**config.mk**
```make
export PLATFORM = sky130hd
export DESIGN_NAME = fetch
export DESIGN_NICKNAME = d
export VERILOG_FILES = /design/src/fetchPkg.sv /design/src/fetch.sv /design/src/ctrlDecode.sv /design/src/hazardDetect.sv /design/src/instrMem.sv /design/src/progCounter.sv
export SDC_FILE = /design/constraint.sdc
export NUM_CORES = 2
export LEC_CHECK = 0
export BUFFER_PORTS_ARGS = -buffer_cell sky130_fd_sc_hd__buf_2
export CORE_ASPECT_RATIO = 0.9
export CORE_UTILIZATION = 65
export CTS_BUF_LIST = sky130_fd_sc_hd__clkbuf_16
export CTS_CLUSTER_DIAMETER = 200
export DETAILED_ROUTE_END_ITERATION = 8
export GPL_TIMING_DRIVEN = 1
export PLACE_DENSITY = 0.78
export SYNTH_ARGS = -nofsm -noshare
export SYNTH_HDL_FRONTEND = slang
export SYNTH_SLANG_ARGS = --single-unit
```
**constraint.sdc**
```tcl
create_clock -name clk -period 11.4 [get_ports clk]
set_input_delay 1.14 -clock clk [delete_from_list [all_inputs] [get_ports clk]]
set_output_delay 1.14 -clock clk [all_outputs]
set_load 0.02 [all_outputs]
```
**src/fetchPkg.sv**
```systemverilog
`default_nettype none

package fetchPkg;

    // Data and instruction width
    localparam int wordW = 16;

    // Major opcode, instr[15:11]
    typedef enum logic [4:0] {
        opHalt   = 5'b00000,
        opNop    = 5'b00001,
        opSiic   = 5'b00010,

        // Jumps
        opJ      = 5'b00100,
        opJr     = 5'b00101,
        opJal    = 5'b00110,
        opJalr   = 5'b00111,

        // Immediate arithmetic, I-format 1
        opAddi   = 5'b01000,
        opSubi   = 5'b01001,
        opXori   = 5'b01010,
        opAndni  = 5'b01011,

        // Branches compare Rs against zero
        opBeqz   = 5'b01100,
        opBnez   = 5'b01101,
        opBltz   = 5'b01110,
        opBgez   = 5'b01111,

        // Memory
        opSt     = 5'b10000,
        opLd     = 5'b10001,
        opSlbi   = 5'b10010,
        opStu    = 5'b10011,

        opLbi    = 5'b11000,
        opBtr    = 5'b11001,

        // R-format, function in instr[1:0]
        opShift  = 5'b11010,
        opAlu    = 5'b11011,
        opSeq    = 5'b11100,
        opSlt    = 5'b11101,
        opSle    = 5'b11110,
        opSco    = 5'b11111
    } opcodeT;

    // Where the destination register number comes from
    typedef enum logic [1:0] {
        destRs  = 2'b00,    // instr[10:8]
        destRdR = 2'b01,    // instr[4:2]
        destR7  = 2'b10,    // Link register
        destRdI = 2'b11     // instr[7:5]
    } destSelT;

    // Bubble word, opcode opNop with all fields zero
    localparam logic [wordW-1:0] nopInstr = 16'h0800;

    // Exception entry point
    localparam logic [wordW-1:0] siicVector = 16'h0002;

endpackage

`default_nettype wire
```
**src/fetch.sv**
```systemverilog
`timescale 1ns/1ps
`default_nettype none

module fetch #(
    parameter int memWords = 256
) (
    input  wire                        clk,
    input  wire                        rstN,
    input  wire  [fetchPkg::wordW-1:0] imm,
    input  wire  [fetchPkg::wordW-1:0] rs,
    input  wire  [fetchPkg::wordW-1:0] brnchAddr,
    input  wire                        pcSel,
    input  wire                        loadReq,
    input  wire  [fetchPkg::wordW-1:0] loadAddr,
    input  wire  [fetchPkg::wordW-1:0] loadData,
    output logic [fetchPkg::wordW-1:0] pc,
    output logic [fetchPkg::wordW-1:0] instrC,
    output logic [2:0]                 writeRegAddr,
    output logic                       loadAck,
    output logic                       regWrite,
    output logic                       regJmp,
    output logic                       memEnable,
    output logic                       memWr,
    output logic                       val2Reg,
    output logic                       aluSel,
    output logic [2:0]                 immSel,
    output logic                       halt,
    output logic [1:0]                 linkReg,
    output logic                       ctrlErr,
    output logic                       siic,
    output logic                       bFlag
);
    import fetchPkg::*;

    logic [wordW-1:0] instr;        // Raw word at pc
    logic [wordW-1:0] instrB;       // After bubble insertion
    opcodeT           rawOp;
    opcodeT           issueOp;
    destSelT          destSel;
    logic             srcRsUsed;
    logic             srcRtUsed;
    logic             bubble;
    logic             pcStall;
    logic             hold;

    assign hold = halt || pcStall;

    progCounter pcUnit (
        .clk(clk), .rstN(rstN), .imm(imm), .rs(rs), .brnchAddr(brnchAddr),
        .pcSel(pcSel), .regJmp(regJmp), .siic(siic), .hold(hold), .pc(pc)
    );

    instrMem #(.memWords(memWords)) iMem (
        .clk(clk), .rstN(rstN), .addr(pc), .instr(instr),
        .loadReq(loadReq), .loadAddr(loadAddr), .loadData(loadData), .loadAck(loadAck)
    );

    assign instrB  = bubble ? nopInstr : instr;
    assign instrC  = instrB;
    assign rawOp   = opcodeT'(instr[15:11]);
    assign issueOp = opcodeT'(instrB[15:11]);

    // Source use comes from the raw word, so the bubble cannot feed its own cause
    ctrlDecode peekDec (
        .opcode(rawOp), .regWrite(), .destSel(), .regJmp(), .memEnable(), .memWr(),
        .val2Reg(), .aluSel(), .immSel(), .halt(), .linkReg(), .ctrlErr(), .siic(),
        .bFlag(), .srcRsUsed(srcRsUsed), .srcRtUsed(srcRtUsed)
    );

    // Controls for the word actually issued
    ctrlDecode issueDec (
        .opcode(issueOp), .regWrite(regWrite), .destSel(destSel), .regJmp(regJmp),
        .memEnable(memEnable), .memWr(memWr), .val2Reg(val2Reg), .aluSel(aluSel),
        .immSel(immSel), .halt(halt), .linkReg(linkReg), .ctrlErr(ctrlErr),
        .siic(siic), .bFlag(bFlag), .srcRsUsed(), .srcRtUsed()
    );

    hazardDetect hdu (
        .clk(clk), .rstN(rstN), .instr(instr), .memEnable(memEnable), .memWr(memWr),
        .writeRegAddr(writeRegAddr), .srcRsUsed(srcRsUsed), .srcRtUsed(srcRtUsed),
        .bubble(bubble), .pcStall(pcStall)
    );

    // Destination register field
    always_comb begin
        case (destSel)
            destRs:  writeRegAddr = instr[10:8];
            destRdR: writeRegAddr = instr[4:2];
            destR7:  writeRegAddr = 3'd7;
            destRdI: writeRegAddr = instr[7:5];
        endcase
    end

endmodule

`default_nettype wire

```
**src/ctrlDecode.sv**
```systemverilog
`timescale 1ns/1ps
`default_nettype none

module ctrlDecode (
    input  wire fetchPkg::opcodeT opcode,
    output logic                  regWrite,
    output fetchPkg::destSelT     destSel,
    output logic                  regJmp,
    output logic                  memEnable,
    output logic                  memWr,
    output logic                  val2Reg,
    output logic                  aluSel,
    output logic [2:0]            immSel,
    output logic                  halt,
    output logic [1:0]            linkReg,
    output logic                  ctrlErr,
    output logic                  siic,
    output logic                  bFlag,
    output logic                  srcRsUsed,
    output logic                  srcRtUsed
);
    import fetchPkg::*;

    // Immediate extension selects for the execute stage
    localparam logic [2:0] immNone = 3'd0;
    localparam logic [2:0] immS5   = 3'd1;    // instr[4:0] sign extended
    localparam logic [2:0] immZ5   = 3'd2;    // instr[4:0] zero extended
    localparam logic [2:0] immS8   = 3'd3;    // instr[7:0] sign extended
    localparam logic [2:0] immZ8   = 3'd4;    // instr[7:0] zero extended
    localparam logic [2:0] immS11  = 3'd5;    // instr[10:0] sign extended

    always_comb begin
        // Everything inactive unless the opcode says otherwise
        regWrite  = 1'b0;
        destSel   = destRs;
        regJmp    = 1'b0;
        memEnable = 1'b0;
        memWr     = 1'b0;
        val2Reg   = 1'b0;
        aluSel    = 1'b0;
        immSel    = immNone;
        halt      = 1'b0;
        linkReg   = 2'b00;
        ctrlErr   = 1'b0;
        siic      = 1'b0;
        bFlag     = 1'b0;
        srcRsUsed = 1'b0;
        srcRtUsed = 1'b0;

        case (opcode)
            opHalt: halt = 1'b1;
            opNop: ;                            // Also the bubble word
            opSiic: siic = 1'b1;
            opJ: immSel = immS11;
            opJr: begin
                regJmp    = 1'b1;
                immSel    = immS8;
                srcRsUsed = 1'b1;
            end
            opJal: begin
                regWrite = 1'b1;
                destSel  = destR7;
                linkReg  = 2'b01;               // Write pc+2
                immSel   = immS11;
            end
            opJalr: begin
                regWrite  = 1'b1;
                destSel   = destR7;
                linkReg   = 2'b01;
                regJmp    = 1'b1;
                immSel    = immS8;
                srcRsUsed = 1'b1;
            end
            opBeqz, opBnez, opBltz, opBgez: begin
                bFlag     = 1'b1;
                immSel    = immS8;
                srcRsUsed = 1'b1;
            end
            opAddi, opSubi, opXori, opAndni: begin
                regWrite  = 1'b1;
                destSel   = destRdI;
                aluSel    = 1'b1;
                // Logical ops take an unsigned immediate
                immSel    = (opcode == opXori || opcode == opAndni) ? immZ5 : immS5;
                srcRsUsed = 1'b1;
            end
            opSt: begin
                memEnable = 1'b1;
                memWr     = 1'b1;
                aluSel    = 1'b1;
                immSel    = immS5;
                srcRsUsed = 1'b1;
                srcRtUsed = 1'b1;               // Store data in instr[7:5]
            end
            opLd: begin
                memEnable = 1'b1;
                regWrite  = 1'b1;
                destSel   = destRdI;
                val2Reg   = 1'b1;
                aluSel    = 1'b1;
                immSel    = immS5;
                srcRsUsed = 1'b1;
            end
            opStu: begin
                memEnable = 1'b1;
                memWr     = 1'b1;
                regWrite  = 1'b1;               // Updated base back into Rs
                destSel   = destRs;
                aluSel    = 1'b1;
                immSel    = immS5;
                srcRsUsed = 1'b1;
                srcRtUsed = 1'b1;
            end
            opSlbi: begin
                regWrite  = 1'b1;
                destSel   = destRs;
                aluSel    = 1'b1;
                immSel    = immZ8;
                srcRsUsed = 1'b1;
            end
            opLbi: begin
                regWrite = 1'b1;
                destSel  = destRs;
                aluSel   = 1'b1;
                immSel   = immS8;
            end
            opBtr: begin
                regWrite  = 1'b1;
                destSel   = destRdR;
                srcRsUsed = 1'b1;
            end
            opAlu, opShift, opSeq, opSlt, opSle, opSco: begin
                regWrite  = 1'b1;
                destSel   = destRdR;
                srcRsUsed = 1'b1;
                srcRtUsed = 1'b1;
            end
            default: ctrlErr = 1'b1;            // Unassigned encodings
        endcase
    end

endmodule

`default_nettype wire

```
**src/hazardDetect.sv**
```systemverilog
`timescale 1ns/1ps
`default_nettype none

module hazardDetect (
    input  wire                        clk,
    input  wire                        rstN,
    input  wire  [fetchPkg::wordW-1:0] instr,
    input  wire                        memEnable,
    input  wire                        memWr,
    input  wire  [2:0]                 writeRegAddr,
    input  wire                        srcRsUsed,
    input  wire                        srcRtUsed,
    output logic                       bubble,
    output logic                       pcStall
);
    logic       loadQ;          // Last issued instr was a load
    logic [2:0] loadDestQ;      // Its destination register
    logic       stallQ;         // Bubble already spent on this instr
    logic       rsHit;
    logic       rtHit;

    // Source fields of the instruction now being fetched
    assign rsHit = srcRsUsed && (instr[10:8] == loadDestQ);
    assign rtHit = srcRtUsed && (instr[7:5] == loadDestQ);

    // One bubble per dependent instruction
    assign bubble  = loadQ && !stallQ && (rsHit || rtHit);
    assign pcStall = bubble;

    always_ff @(posedge clk or negedge rstN) begin
        if (!rstN) begin
            loadQ  <= 1'b0;
            stallQ <= 1'b0;
        end else begin
            stallQ <= bubble;
            // A bubble leaves the load record alone
            if (!bubble) begin
                loadQ <= memEnable && !memWr;
            end
        end
    end

    always_ff @(posedge clk) begin
        if (!bubble) begin
            loadDestQ <= writeRegAddr;
        end
    end

endmodule

`default_nettype wire

```
**src/instrMem.sv**
```systemverilog
`timescale 1ns/1ps
`default_nettype none

module instrMem #(
    parameter int memWords = 256
) (
    input  wire                        clk,
    input  wire                        rstN,
    input  wire  [fetchPkg::wordW-1:0] addr,
    output logic [fetchPkg::wordW-1:0] instr,
    input  wire                        loadReq,
    input  wire  [fetchPkg::wordW-1:0] loadAddr,
    input  wire  [fetchPkg::wordW-1:0] loadData,
    output logic                       loadAck
);
    import fetchPkg::*;

    // Word index width, memWords is a power of two
    localparam int idxW = $clog2(memWords);

    logic [wordW-1:0] mem [memWords];
    logic [idxW-1:0]  rdIdx;
    logic [idxW-1:0]  wrIdx;
    logic             wrEn;

    // Both addresses are byte addresses like pc
    // Bit 0 is dropped and the upper bits wrap around
    assign rdIdx = addr[idxW:1];
    assign wrIdx = loadAddr[idxW:1];

    // Asynchronous read port for fetch
    assign instr = mem[rdIdx];

    // First cycle of a request that has not been acked yet
    assign wrEn = loadReq && !loadAck;

    always_ff @(posedge clk) begin
        if (wrEn) begin
            mem[wrIdx] <= loadData;     // Same edge that raises loadAck
        end
    end

    // Four-phase ack, follows loadReq by one cycle in both directions
    always_ff @(posedge clk or negedge rstN) begin
        if (!rstN) begin
            loadAck <= 1'b0;
        end else if (wrEn) begin
            loadAck <= 1'b1;
        end else if (!loadReq) begin
            loadAck <= 1'b0;
        end
    end

endmodule

`default_nettype wire

```
**src/progCounter.sv**
```systemverilog
`timescale 1ns/1ps
`default_nettype none

module progCounter (
    input  wire                        clk,
    input  wire                        rstN,
    input  wire  [fetchPkg::wordW-1:0] imm,
    input  wire  [fetchPkg::wordW-1:0] rs,
    input  wire  [fetchPkg::wordW-1:0] brnchAddr,
    input  wire                        pcSel,
    input  wire                        regJmp,
    input  wire                        siic,
    input  wire                        hold,
    output logic [fetchPkg::wordW-1:0] pc
);
    import fetchPkg::*;

    logic [wordW-1:0] pcNext;

    // Hold wins, then SIIC, then a taken redirect, then sequential
    always_comb begin
        if (hold) begin
            pcNext = pc;
        end else if (siic) begin
            pcNext = siicVector;
        end else if (pcSel) begin
            if (regJmp) begin
                pcNext = rs + imm;      // JR and JALR
            end else begin
                pcNext = brnchAddr;
            end
        end else begin
            pcNext = pc + 16'd2;        // Byte addressed, one word per step
        end
    end

    always_ff @(posedge clk or negedge rstN) begin
        if (!rstN) begin
            pc <= '0;
        end else begin
            pc <= pcNext;
        end
    end

endmodule

`default_nettype wire

```
# Yosys cells after proc, flatten, opt, wreduce, memory -nomap -nowiden
# Memories as Yosys holds them, arrays and structs flattened.
# Index checks and enable logic that the tools add are counted.
totals:
  romBits: 0
  regBits: 22
  mem_count: 1
  ramBits: 4096
  latch_bits: 0
  output_inout_bits: 51
  elab_cells: 115
  in_bits: 84
op_classes:
  addsub: 2
  mul: 0
  bitwise: 0
  shifts: 0
  n_lt_le_gt_ge: 0
  mux: 25
  div_mod_pow: 0
  reduce_logical: 29
  n_eq_ne: 53
mem_list:
  columns: ["name", "depth", "word_bits", "read_ports", "rd_ports_with_merged_regs", "write_ports", "line_no", "rtl"]
  rows:
  - ["iMem.mem", 256, 16, 1, 0, 1, "instrMem.sv:21", "logic [wordW-1:0] mem [memWords];"]
ops:
  columns: ["cell", "n"]
  rows:
  - ["5-bit equality test (second input constant)", 23]
  - ["5-bit by 4-bit equality test with 1-bit output (second input constant)", 16]
  - ["16-bit 2-to-1 mux", 4]
  - ["5-bit by 3-bit equality test with 1-bit output (second input constant)", 6]
  - ["27-bit OR reduction", 1]
  - ["21-bit OR reduction", 1]
  - ["1-bit 2-to-1 mux", 17]
  - ["17-bit OR reduction", 1]
  - ["16-bit adder", 1]
  - ["16-bit by 2-bit adder with 16-bit output (second input constant)", 1]
  - ["3-bit case mux with 5 select lines", 1]
  - ["7-bit OR reduction", 2]
  - ["3-bit case mux with 4 select lines", 1]
  - ["9-bit OR reduction", 1]
  - ["2-bit OR reduction", 4]
  - ["4-bit OR reduction", 2]
  - ["8-bit OR reduction", 1]
  - ["3-bit equality test", 2]
  - ["1-bit logical AND", 6]
  - ["2-bit case mux with 3 select lines", 1]
  - ["5-bit by 1-bit equality test with 1-bit output (second input constant)", 1]
  - ["5-bit by 2-bit equality test with 1-bit output (second input constant)", 1]
  - ["5-bit zero test", 1]
  - ["5-bit OR reduction", 1]
  - ["other kinds (8)", 13]

# Longest topological paths before layout
# An unclocked memory read counts as a cell.
logic_depth:
  ltp_word: 14
  ltp_mapped: 21

# By module
# Synthesis repeated with hierarchy kept, for this count alone.
unflattened:
  cells_unflattened: 7723
  hier_area_um2: 162418.3
modules_own_cells:
  columns: ["mod", "area_each_um2", "instances", "seq_area_each_um2", "cells_each"]
  rows:
  - ["instrMem", 159380.4, 1, 123023.0, 7335]
  - ["progCounter", 1939.4, 1, 400.4, 237]
  - ["ctrlDecode", 321.6, 2, 0.0, 51]
  - ["hazardDetect", 265.3, 1, 140.1, 21]
  - ["fetch", 190.2, 1, 0.0, 28]

# Worst setup path after synthesis
# OpenSTA, ideal clock, no wires.
synth_path:
  path_type: "flip-flop to output port"
  start: "reg pcUnit.pc[2] (netlist bit)"
  end: "out writeRegAddr[0]"
  stages_incl_launch_ff: 15
  setup_slack_ns: 5.730
  path_buffers: 4
  arrival_ns: 4.530
  cell_sequence: "dfrtp_1 -> buf_2 -> buf_4 -> clkbuf_1 -> buf_1 -> mux4_2 -> mux4_2 -> o22ai_1 -> nor2_1 -> nor4b_2 -> xor2_1 -> and4_1 -> and2_1 -> or3_2 -> o31ai_1"
synth_via:
  elab_chain_len: 13
  elab_cells_between_ends: 56
  cone_classes: "eq/ne: 40; mux: 5; reduce/logical: 10; memory: 1"
synth_rtl:
  columns: ["element", "line_no", "rtl"]
  rows:
  - ["start, declared", "progCounter.sv:14", "output logic [fetchPkg::wordW-1:0] pc"]
  - ["start signal, assigned", "progCounter.sv:41", "pc <= pcNext;"]
  - ["memory 256 x 16 bit *", null, null]
  - ["5-bit by 3-bit equality test with 1-bit output (tied with other cells)", "ctrlDecode.sv:50", "case (opcode)"]
  - ["21-bit OR reduction (no line) / 8-bit OR reduction (equally long branches)", null, null]
  - ["1-bit 2-to-1 mux", "ctrlDecode.sv:50", null]
  - ["1-bit logical AND, on equally long branches", "hazardDetect.sv:23, hazardDetect.sv:24", null]
  - ["1-bit logical OR", "hazardDetect.sv:27", "assign bubble = loadQ && !stallQ && (rsHit || rtHit);"]
  - ["1-bit logical AND", "hazardDetect.sv:27", null]
  - ["16-bit 2-to-1 mux", "fetch.sv:58", "assign instrB = bubble ? nopInstr : instr;"]
  - ["5-bit equality test (tied with other cells)", null, null]
  - ["7-bit OR reduction (no line) (tied with other cells)", null, null]
  - ["2-bit case mux with 3 select lines", "ctrlDecode.sv:50", null]
  - ["2-bit equality test (tied with other cells)", "fetch.sv:86", "case (destSel)"]
  - ["3-bit case mux with 4 select lines *", "fetch.sv:86", null]
  - ["end, declared", "fetch.sv:18", "output logic [2:0] writeRegAddr,"]
# Every way passes the cells marked *; elsewhere a longest branch is shown, timed or not.

# Final worst setup path
layout_path:
  start: "reg pcUnit.pc[1] (netlist bit)"
  end: "out writeRegAddr[2]"
# The elaborated chain is that of the path after synthesis.

==> results.sh <==
export IMPL_dp_hpwl_um=258000
export IMPL_worstPathArrival_ps=8120
export IMPL_fin_tns_setup_ps=0
export IMPL_post_route_period_util_pct=81.2
export IMPL_violations="max-capacitance violations, max-slew violations"
export IMPL_critPathMaxFanout=111
export IMPL_tightest_slew_ps=1610
export IMPL_min_period_ps=9260
export IMPL_hold_path_class="in2async"
export IMPL_initial_core_util_pct=65.5
export IMPL_grt_pass1_wl_um=636000
export IMPL_cts_resized_gates=0
export IMPL_slew_limit_headroom_pct=-7.50
export IMPL_synth_nets=7340
export IMPL_core_um2=245000
export IMPL_max_stage_delay_ps=920
export IMPL_cp_start_kind="flip-flop"
export IMPL_clockBufferDepth=4
export IMPL_grt_usage_pct=37.2
export IMPL_antenna_found_initial=49
export IMPL_overflow=0
export IMPL_finClkSkew_ps=39.9
export IMPL_routabilityCongestion=0.990
export IMPL_synth_common_cells="edfxtp_1, mux4_2, nor2_1, mux2i_1, clkbuf_1"
export IMPL_syn_inst=7239
export IMPL_ys_flop_type="edfxtp_1"
export IMPL_syn_avg_cell_area_um2=22.1
export IMPL_synth_edf_count=4099
export IMPL_ys_types=101
export IMPL_slowest_stage="o211ai_1"
export IMPL_r2r_cells=13
export IMPL_io_pins=135
export IMPL_post_cts_setup_buffer_count=0
export IMPL_area_delta_synth_final_pct=11.3
export IMPL_syn_area_um2=160000
export IMPL_rsz0062_at_grt="no"
export IMPL_grt_util_met1_pct=49.3
export IMPL_ys_seq_area_share_pct=77.1
export IMPL_synth_top_cell_area_share_pct=76.8
export IMPL_ys_ff_latch=4118
export IMPL_cts_tree="done"
export IMPL_setup_viol=0
export IMPL_grt_pass1_vias=83500
export IMPL_die_x_um=526
export IMPL_grtUsageMet3_pct=11.5
export IMPL_clock_sinks=4118
export IMPL_finalMaxSlewViolations=9
export IMPL_ir_drop_mv=0.474
export IMPL_wl_um=459000
export IMPL_rows=172
export IMPL_io_buffers=125
export IMPL_die_area_um2=249000
export IMPL_yosysMostFrequentCell="edfxtp_1"
export IMPL_outcome="finished with violations"
export IMPL_cap_violations=2
export IMPL_required_ps=10260
export IMPL_ys_async_sr_fraction_pct=0.461
export IMPL_drt_iter0_markers=15600
export IMPL_hold_buffers=0
export IMPL_cts_clk_slew_worst_paths_ps=70
export IMPL_worstSetupEndpointType="output pin"
export IMPL_gr_max_usage_layer="met2"
export IMPL_clock_latency_ps=930
export IMPL_ant_nets=0
export IMPL_synth_area_leaders="edfxtp_1, mux4_2, mux2i_1, nor2_1, a22oi_1"
export IMPL_power_density_nw_per_um2=244
export IMPL_grt_max_degree=160
export IMPL_die_h_um=473
export IMPL_drc_errors=0
export IMPL_numCtsBuffers=383
export IMPL_crit_top_cell="buf_4"
export IMPL_crit_path_cell_trace="buf_12, buf_4, mux4_2, mux2i_1, o221ai_1, o211ai_1, and3_1, inv_1, o21ai_1, a211oi_2, buf_4, or3_2, o31ai_1, buf_2"
export IMPL_nets=7793
export IMPL_fmax_mhz=108
export IMPL_dp_slack_ps=3360
export IMPL_htreeDepth=5
export IMPL_drt_pre_antenna_iters=9
export IMPL_yosysWarnings=0
export IMPL_critPathKind="reg2out"
export IMPL_finalHoldViolCount=0
export IMPL_drive_above_1_share_pct=28.3
export IMPL_vias=84200
export IMPL_root_buffer="clkbuf_16"
export IMPL_p_leak_nw=56.5
export IMPL_timing_final_ws_setup_ps=2140
export IMPL_via_per_inst=7.49
export IMPL_wl_per_cell_um=40.8
export IMPL_grtUsageMet2_pct=55.8
export IMPL_synth_area_leader_cell="edfxtp_1"
==> registers in the layout, summed over array words and instances (netlist names) <==
register,flops
hdu.loadDestQ,3
hdu.loadQ,1
hdu.stallQ,1
iMem.loadAck,1
iMem.mem,4096
pcUnit.pc,16
==> worst paths after layout <==
kind | from | endpoint | slack, ps
worst min register to register | pcUnit.pc[0]$_DFFE_PN0P_ | pcUnit.pc[0]$_DFFE_PN0P_ | 540
worst max-delay path | pcUnit.pc[1]$_DFFE_PN0P_ | writeRegAddr[2] | 2140
max in group asynchronous | rstN | pcUnit.pc[6]$_DFFE_PN0P_ | 10870
min in group clk | loadReq | iMem.loadAck$_DFFE_PN0P_ | 330
worst max register to register | pcUnit.pc[1]$_DFFE_PN0P_ | hdu.loadDestQ[2]$_DFFE_PN_ | 4210
worst min-delay path | rstN | iMem.loadAck$_DFFE_PN0P_ | 160
==> critical path, delay by kind of cell (launching register included) <==
family,cells,cell delay [ps]
multiplexers,2,780
flip-flops,1,910
AO/OA/AOI/OAI,5,2030
AND/OR/NAND/NOR,2,1250
buffers and inverters,5,1920
==> final cells by class <==
type | count | area (µm²)
multi-input combinational | 2670 | 34700
clock buffer | 391 | 9780
timing repair buffer | 490 | 3730
tap | 3219 | 4030
inverter | 29 | 119
clock inverter | 295 | 2400
fill | 12800 | 66300
antenna | 32 | 80.1
sequential | 4118 | 124000
==> where the power goes <==
part           internal (mW)  switching (mW)
combinational           5.32            8.65
clock                   7.06            5.64
sequential              16.7           0.214
total                   29.1            14.5
==> per-stage QoR <==
stage / instance area [µm²] / std cells / power [mW] / hold WS [ps] / utilization [%]
final: 178000 / 11200 / 43.6 / 157 / 72.9
after global routing: 178000 / 11200 / 44.3 / 166 / 72.9
after CTS: 178000 / 11200 / 43.2 / 129 / 72.9
after detailed placement: 166000 / 10500 / 30.6 / 530 / 67.9
after global placement: 166000 / 10500 / 30.4 / 501 / 67.9
after floorplan: 160000 / 7239 / 25.8 / 619 / -
==> cells in the final DEF, fill, tap and decap left out, types with 37 or more instances in the layout <==
cell type / synthesis / routed
o21ai_0: 45 / 44
nand3_1: 84 / 84
a22oi_1: 141 / 141
mux2i_1: 207 / 207
nor3_1: 45 / 45
a21oi_1: 93 / 93
nor2_2: 3 / 126
nor2_1: 341 / 217
clkinv_1: 3 / 79
nand2_1: 135 / 135
edfxtp_1: 4099 / 4099
mux4_2: 1055 / 1055
bufinv_16: 0 / 37
clkinv_2: 0 / 67
inv_1: 21 / 102
buf_2: 126 / 109
clkbuf_16: 0 / 391
buf_4: 52 / 347
o22ai_1: 50 / 50
==> kinds of logic after synthesis <==
group                    count (synthesis)  share of synthesized area, %
XOR/XNOR                                17                        0.0929
AO/OA/AOI/OAI                          551                          2.46
multiplexers                          1283                          16.3
flip-flops                            4118                          77.1
other                                    1                       0.00234
adder cells (fa/ha/maj)                 17                         0.137
AND/OR/NAND/NOR                        801                          2.37
buffers and inverters                  451                          1.52
==> routing by layer <==
metal | vias to the layer above | part of all wire, %
met2 | 7847 | 46
met1 | 43300 | 32
met5 | - | 0.072
li1 | 31600 | -
met3 | 1465 | 15
met4 | 40 | 6.6
Power figures use the tool's default switching activity.
